## src/hw/cheat_pkg.sv

```systemverilog
// cheat engine program ROM, shared types and constants
// download bytes, processor instruction words and the
// nine byte to four word packing geometry
`default_nettype none

package cheat_pkg;

    // widths of the two payloads
    localparam int byte_w = 8;                  // download port byte
    localparam int word_w = 18;                 // soft processor opcode width

    // one byte from the loader
    typedef logic [byte_w-1:0] cheat_byte_t;

    // one instruction word as stored in the program RAM
    typedef logic [word_w-1:0] cheat_word_t;

    // packing group, 9 bytes = 72 bits = 4 words
    localparam int group_bytes = 9;
    localparam int group_words = 4;

    // default descramble key
    // low byte seeds the per-address swap mask
    // high byte is xored into the data between the two swap passes
    localparam logic [15:0] default_scramble_key = 16'h5a3c;

endpackage

`default_nettype wire

```

## src/hw/cheat_word_packer.sv

```systemverilog
// cheat ROM word packer
// gathers nine download bytes into four 18-bit instruction words
// and writes them at consecutive RAM addresses; a rising edge of
// prog_en restarts the group and the write address
`timescale 1ns/10ps
`default_nettype none

module cheat_word_packer
    import cheat_pkg::*;
#(
    parameter int aw = 10               // RAM address width
) (
    input  logic          clk_rom,
    input  logic          rst,          // async, active high
    input  logic          prog_en,      // download window
    input  logic          prog_wr,      // byte strobe
    input  cheat_byte_t   plain_byte,   // descrambled byte
    output cheat_word_t   word_data,    // packed word for the RAM
    output logic [aw-1:0] word_addr,    // RAM write address
    output logic          word_we       // one cycle per word
);

    localparam int cnt_w = $clog2(group_bytes);     // counts 0..8
    localparam int idx_w = $clog2(group_words);     // word slot in group
    localparam int sr_w  = 2 * $bits(cheat_byte_t); // two bytes of history
    localparam int win_w = sr_w + $bits(cheat_byte_t);

    logic             last_en;      // prog_en one cycle late
    logic             restart;      // new download seen
    logic             accept;       // byte taken this cycle
    logic             word_end;     // this byte completes a word
    logic [cnt_w-1:0] byte_cnt;     // position within group
    logic [idx_w-1:0] word_idx;     // which of the four words
    logic [sr_w-1:0]  byte_sr;      // last two bytes, oldest in low byte
    logic [win_w-1:0] window;       // new byte on top of history
    logic [win_w-1:0] aligned;      // window moved to word boundary

    // edge of the download window, one cycle late
    assign restart = prog_en & ~last_en;

    // strobes outside the window are ignored, restart cycle drops its byte
    assign accept = prog_en & prog_wr & ~restart;

    // even nonzero counts close a word: 2, 4, 6, 8
    assign word_end = (byte_cnt != '0) && !byte_cnt[0];

    // count 2 -> word 0, count 8 -> word 3
    assign word_idx = idx_w'((byte_cnt >> 1) - 1'b1);

    // word k starts 2k bits into the 24-bit window
    assign window  = {plain_byte, byte_sr};
    assign aligned = window >> {word_idx, 1'b0};

    // control state
    always_ff @(posedge clk_rom or posedge rst) begin
        if (rst) begin
            last_en   <= 1'b0;
            byte_cnt  <= '0;
            word_addr <= '0;
            word_we   <= 1'b0;
        end else begin
            last_en <= prog_en;
            if (restart) begin
                byte_cnt  <= '0;        // new group
                word_addr <= '0;        // back to the start of the RAM
                word_we   <= 1'b0;      // nothing pending after a restart
            end else begin
                word_we <= accept & word_end;
                if (accept) begin
                    if (byte_cnt == cnt_w'(group_bytes - 1)) begin
                        byte_cnt <= '0;     // group done
                    end else begin
                        byte_cnt <= byte_cnt + 1'b1;
                    end
                end
                // step past the word being written now
                if (word_we) begin
                    word_addr <= word_addr + 1'b1;  // wraps at the top
                end
            end
        end
    end

    // payload path
    always_ff @(posedge clk_rom) begin
        if (restart) begin
            byte_sr <= '0;              // drop partial data
        end else if (accept) begin
            byte_sr <= {plain_byte, byte_sr[sr_w-1:$bits(cheat_byte_t)]};
            if (word_end) begin
                word_data <= aligned[$bits(cheat_word_t)-1:0];
            end
        end
    end

endmodule

`default_nettype wire

```

## config.mk

```make
export PLATFORM = sky130hd
export DESIGN_NAME = cheat_word_packer
export DESIGN_NICKNAME = d
export VERILOG_FILES = /design/src/hw/cheat_pkg.sv /design/src/hw/cheat_word_packer.sv
export SDC_FILE = /design/constraint.sdc
export NUM_CORES = 1
export LEC_CHECK = 0
export ABC_CLOCK_PERIOD_IN_PS = 2800
export BUFFER_PORTS_ARGS = -buffer_cell sky130_fd_sc_hd__buf_4
export CAP_MARGIN = 10
export CORE_AREA = 3 3 70 72
export CTS_BUF_LIST = sky130_fd_sc_hd__clkbuf_8
export CTS_CLUSTER_SIZE = 8
export DETAILED_ROUTE_END_ITERATION = 7
export DIE_AREA = 0 0 73 75
export PLACE_DENSITY = 0.76
export SKIP_LAST_GASP = 1
export SYNTH_ARGS = -nofsm -noshare
export SYNTH_HDL_FRONTEND = slang
export SYNTH_SLANG_ARGS = --single-unit
```

## constraint.sdc

```tcl
create_clock -name clk_rom -period 2.8 [get_ports clk_rom]
set_input_delay 0.42 -clock clk_rom [delete_from_list [all_inputs] [get_ports clk_rom]]
set_output_delay 0.42 -clock clk_rom [all_outputs]
set_load 0.1 [all_outputs]
```

==> results.rst <==
.. list-table::
   :header-rows: 1

   * - Metric
     - Value
   * - Setup tns final
     - 0 ps
   * - Starting density of the core
     - 51.67%
   * - Final antenna-violating net count
     - 0
   * - Gate count of the mapped netlist
     - 153
   * - Number of register bits inferred by synthesis
     - 50
   * - Most frequent cells after synthesis
     - a22o_1, edfxtp_1, mux4_2
   * - Largest cells by area after synthesis
     - edfxtp_1, mux4_2, dfrtp_1
   * - Antenna diode count
     - 0
   * - Outcome
     - complete, no violations
   * - Final hold violation count
     - 0
   * - Root cell of the clock tree
     - clkbuf_8
   * - Std-Cell Rows
     - 24
   * - Actual transition at the worst max-transition pin
     - 726.9 ps
   * - Gpl congestion
     - 0.8046
   * - Startpoint types
     - register
   * - Number of flops mapped to enable cells by yosys
     - 18
   * - Category of cells accounting for the largest share of critical-path delay
     - flip-flops
   * - Area taken by flip-flops and latches
     - 0.001261 sq mm
   * - Worst-case clock buffer depth
     - 2
   * - Post-synthesis cell type with the largest combined area
     - edfxtp_1
   * - Share of Yosys cell area claimed by the top area cell type
     - 24.03%
   * - Multi-input gate area
     - 924.6 sq um
   * - Mean area per synthesized cell
     - 14.70 sq um
   * - Synth-to-layout area growth
     - 20.80%
   * - Number of primary I/O pins
     - 41
   * - Worst Reg-to-Reg Cells
     - 5
   * - Minimum clock period after layout
     - 1999 ps
   * - Bufs and invs on worst path
     - 2
   * - Die height
     - 75 um
   * - Post-CTS setup buffer count
     - 0
   * - Hold buffer count at CTS
     - 0
   * - Max-cap violations
     - 0
   * - Wire length reported by the detailed router
     - 4468 um
   * - Required time at the endpoint of the critical path
     - 2790 ps
   * - Clock slew at the register clock pins of the worst setup and hold paths
     - 90 ps
   * - Vias
     - 1489
   * - Ordered cell list for the critical path
     - inv_1 > ha_1 > nor2b_1 > a211oi_2 > buf_4
   * - Summed instance area of the synthesized netlist
     - 0.002250 sq mm
   * - Total core area
     - 0.004354 sq mm
   * - Maximum level of the CTS H-tree
     - 2
   * - Top-count cell post-synth
     - a22o_1
   * - Global route total overflow
     - 0
   * - Vias in the first global route
     - 1465
   * - Category of the most critical setup path
     - reg2reg
   * - Distinct cell type count of the synthesized netlist
     - 31
   * - Areal power density over the cells
     - 572.6 mW/mm^2
   * - Average detailed-routed wire length per instance
     - 18.02 um
   * - # resized after CTS
     - 0
   * - Full die area
     - 0.005475 sq mm
   * - Count of input and output buffers
     - 40
   * - First-pass GRT wire length
     - 7238 um
   * - Leakage component of the power
     - 1.097 nW
   * - Clk_skew
     - 7.109 ps
   * - Die width
     - 73 um
   * - Power Total
     - 0.001556 W
   * - Worst min-delay path class
     - in2async
   * - Synthesized net count
     - 169
   * - Reg2Reg Setup Slack
     - 800 ps
   * - Setup repair after global routing missed its margin
     - false
   * - Portion of the post-synthesis area used by sequential elements
     - 56.06%
   * - Number of inserted filler cells in the final layout
     - 312
   * - Largest fanout of any net on the critical path
     - 19
   * - Prevailing post-synth register cell
     - edfxtp_1
   * - Initial DRC Count
     - 137
   * - Critical R2R Capture
     - word_data[8]
   * - Period utilization
     - 71.38%
   * - Via/cell ratio
     - 6.004
   * - Relative slew slack
     - 51.54%
   * - Clock sink count
     - 50
   * - Count of endpoints failing setup in the final report
     - 0
   * - TritonCTS clock tree
     - yes
   * - Capturing element type of the critical path
     - register
   * - Slowest stage cell, crit path
     - dfrtp_1
   * - Global-route usage over all layers
     - 17.56%
   * - Final #Nets
     - 211
   * - Maximum VDD drop
     - 0.0004179 V
   * - First-pass detailed-route iteration total
     - 4
   * - Launch point of the worst reg-to-reg path
     - byte_cnt[1]
   * - Slew Viols, Final
     - 0
   * - Timing-limited maximum frequency
     - 0.5003 GHz
   * - Arrival time at the worst endpoint
     - 1990 ps
   * - Highest cell delay on the worst timing path
     - 690 ps
   * - Count of warnings emitted by yosys
     - 0
   * - Largest net degree at the start of global routing
     - 20
   * - Share of flip-flops with an asynchronous set or reset after synthesis
     - 32.00%
   * - Share of layout cells above drive strength 1
     - 37.24%
   * - Clock network latency to the later pin of the worst-skew pair
     - 300 ps
   * - Count of unresolved DRC violations after routing
     - 0
   * - Total CTS buffers
     - 5
   * - Antenna violations before repair
     - 0
   * - Half-perimeter wire length after detailed placement
     - 3111 um
==> worst max path at each step <==
stage	cells past startpoint	endpoint	startpoint	slack [ps]
floorplan	5	word_data[0]	byte_cnt[1]	540
global placement	5	word_data[10]	byte_cnt[1]	870
detailed placement	5	word_data[0]	byte_cnt[1]	790
CTS	5	word_data[0]	byte_cnt[1]	770
global route	5	word_data[8]	byte_cnt[1]	630
finish	5	word_data[8]	byte_cnt[1]	800
==> flip-flops by register name, indices dropped and copies added (netlist names) <==
| signal | cells |
|---|---|
| word_addr | 10 |
| last_en | 1 |
| word_data | 18 |
| byte_sr | 16 |
| word_we | 1 |
| byte_cnt | 4 |
==> metrics by stage <==
| stage | instance area (sq um) | std cells | util (%) | hold WS [ps] | setup WS (ps) |
|---|---|---|---|---|---|
| 2_1_floorplan | 2255 | 153 | - | 333.7 | 540.0 |
| 3_3_place_gp | 2604 | 240 | 59.80 | 462.8 | 871.6 |
| 3_5_place_dp | 2604 | 240 | 59.80 | 469.5 | 790.5 |
| 4_1_cts | 2718 | 248 | 62.41 | 191.5 | 768.7 |
| 5_1_grt | 2718 | 248 | 62.41 | 220.3 | 634.7 |
| 6_report | 2718 | 248 | 62.41 | 178.6 | 801.3 |
==> power by group <==
group | leakage (nW) | internal [W] | switching, W | total [W]
registers | 0.517 | 0.000789 | 0.0000343 | 0.000823
clock network | 0.0504 | 0.000266 | 0.000237 | 0.000503
logic | 0.529 | 0.000104 | 0.000127 | 0.000230
total | 1.10 | 0.00116 | 0.000398 | 0.00156
==> final cells by class <==
| class | instances | area share, % |
|---|---|---|
| Sequential cell | 50 | 46.41 |
| Multi-Input combinational cell | 88 | 34.02 |
| Timing Repair Buffer | 44 | 12.15 |
| Clock buffer | 5 | 2.532 |
| Tap cell | 52 | 2.394 |
| Clock inverter | 3 | 1.657 |
| Inverter | 6 | 0.8287 |
==> cell usage in the layout, fill, tap and decap left out, types with 3 or more instances in the layout <==
cell,count
mux4_2,18
xor2_1,3
inv_1,6
dfrtp_1,16
o21ai_0,3
nand3_1,3
edfxtp_1,18
a21oi_1,5
ha_1,4
buf_4,44
or3_1,3
a22o_1,19
nand2_1,4
dfxtp_1,16
clkbuf_8,5
nor2_1,5
==> metal layers <==
| layer | routed length, um | track usage [%] | share of wire [%] | vias to the layer above |
|---|---|---|---|---|
| met5 | 0 | 0 | 0 | - |
| met2 | 2342 | 28.10 | 52 | 44 |
| met1 | 1841 | 23.25 | 41 | 749 |
| li1 | - | - | - | 689 |
| met3 | 213 | 4.272 | 4.8 | 7 |
| met4 | 71 | 6.967 | 1.6 | 0 |
==> worst reg2reg max path, stage by stage, from the launching register on <==
cell and delay [ps]:
dfrtp_1 690, inv_1 110, ha_1 220, nor2b_1 170, a211oi_2 210, buf_4 290
==> cells by family (layout without fill, tap and decap cells) <==
kind of cell,Yosys count,in the layout,share of synthesized area (%)
fa+ha+maj,4,4,2.225
xor+xnor,4,4,1.558
flops,50,50,56.06
simple gates,26,26,6.729
mux,19,19,18.47
compound gates,35,35,11.90
buf+inv,15,58,3.059
No activity file was read; power rests on OpenSTA's default activity.
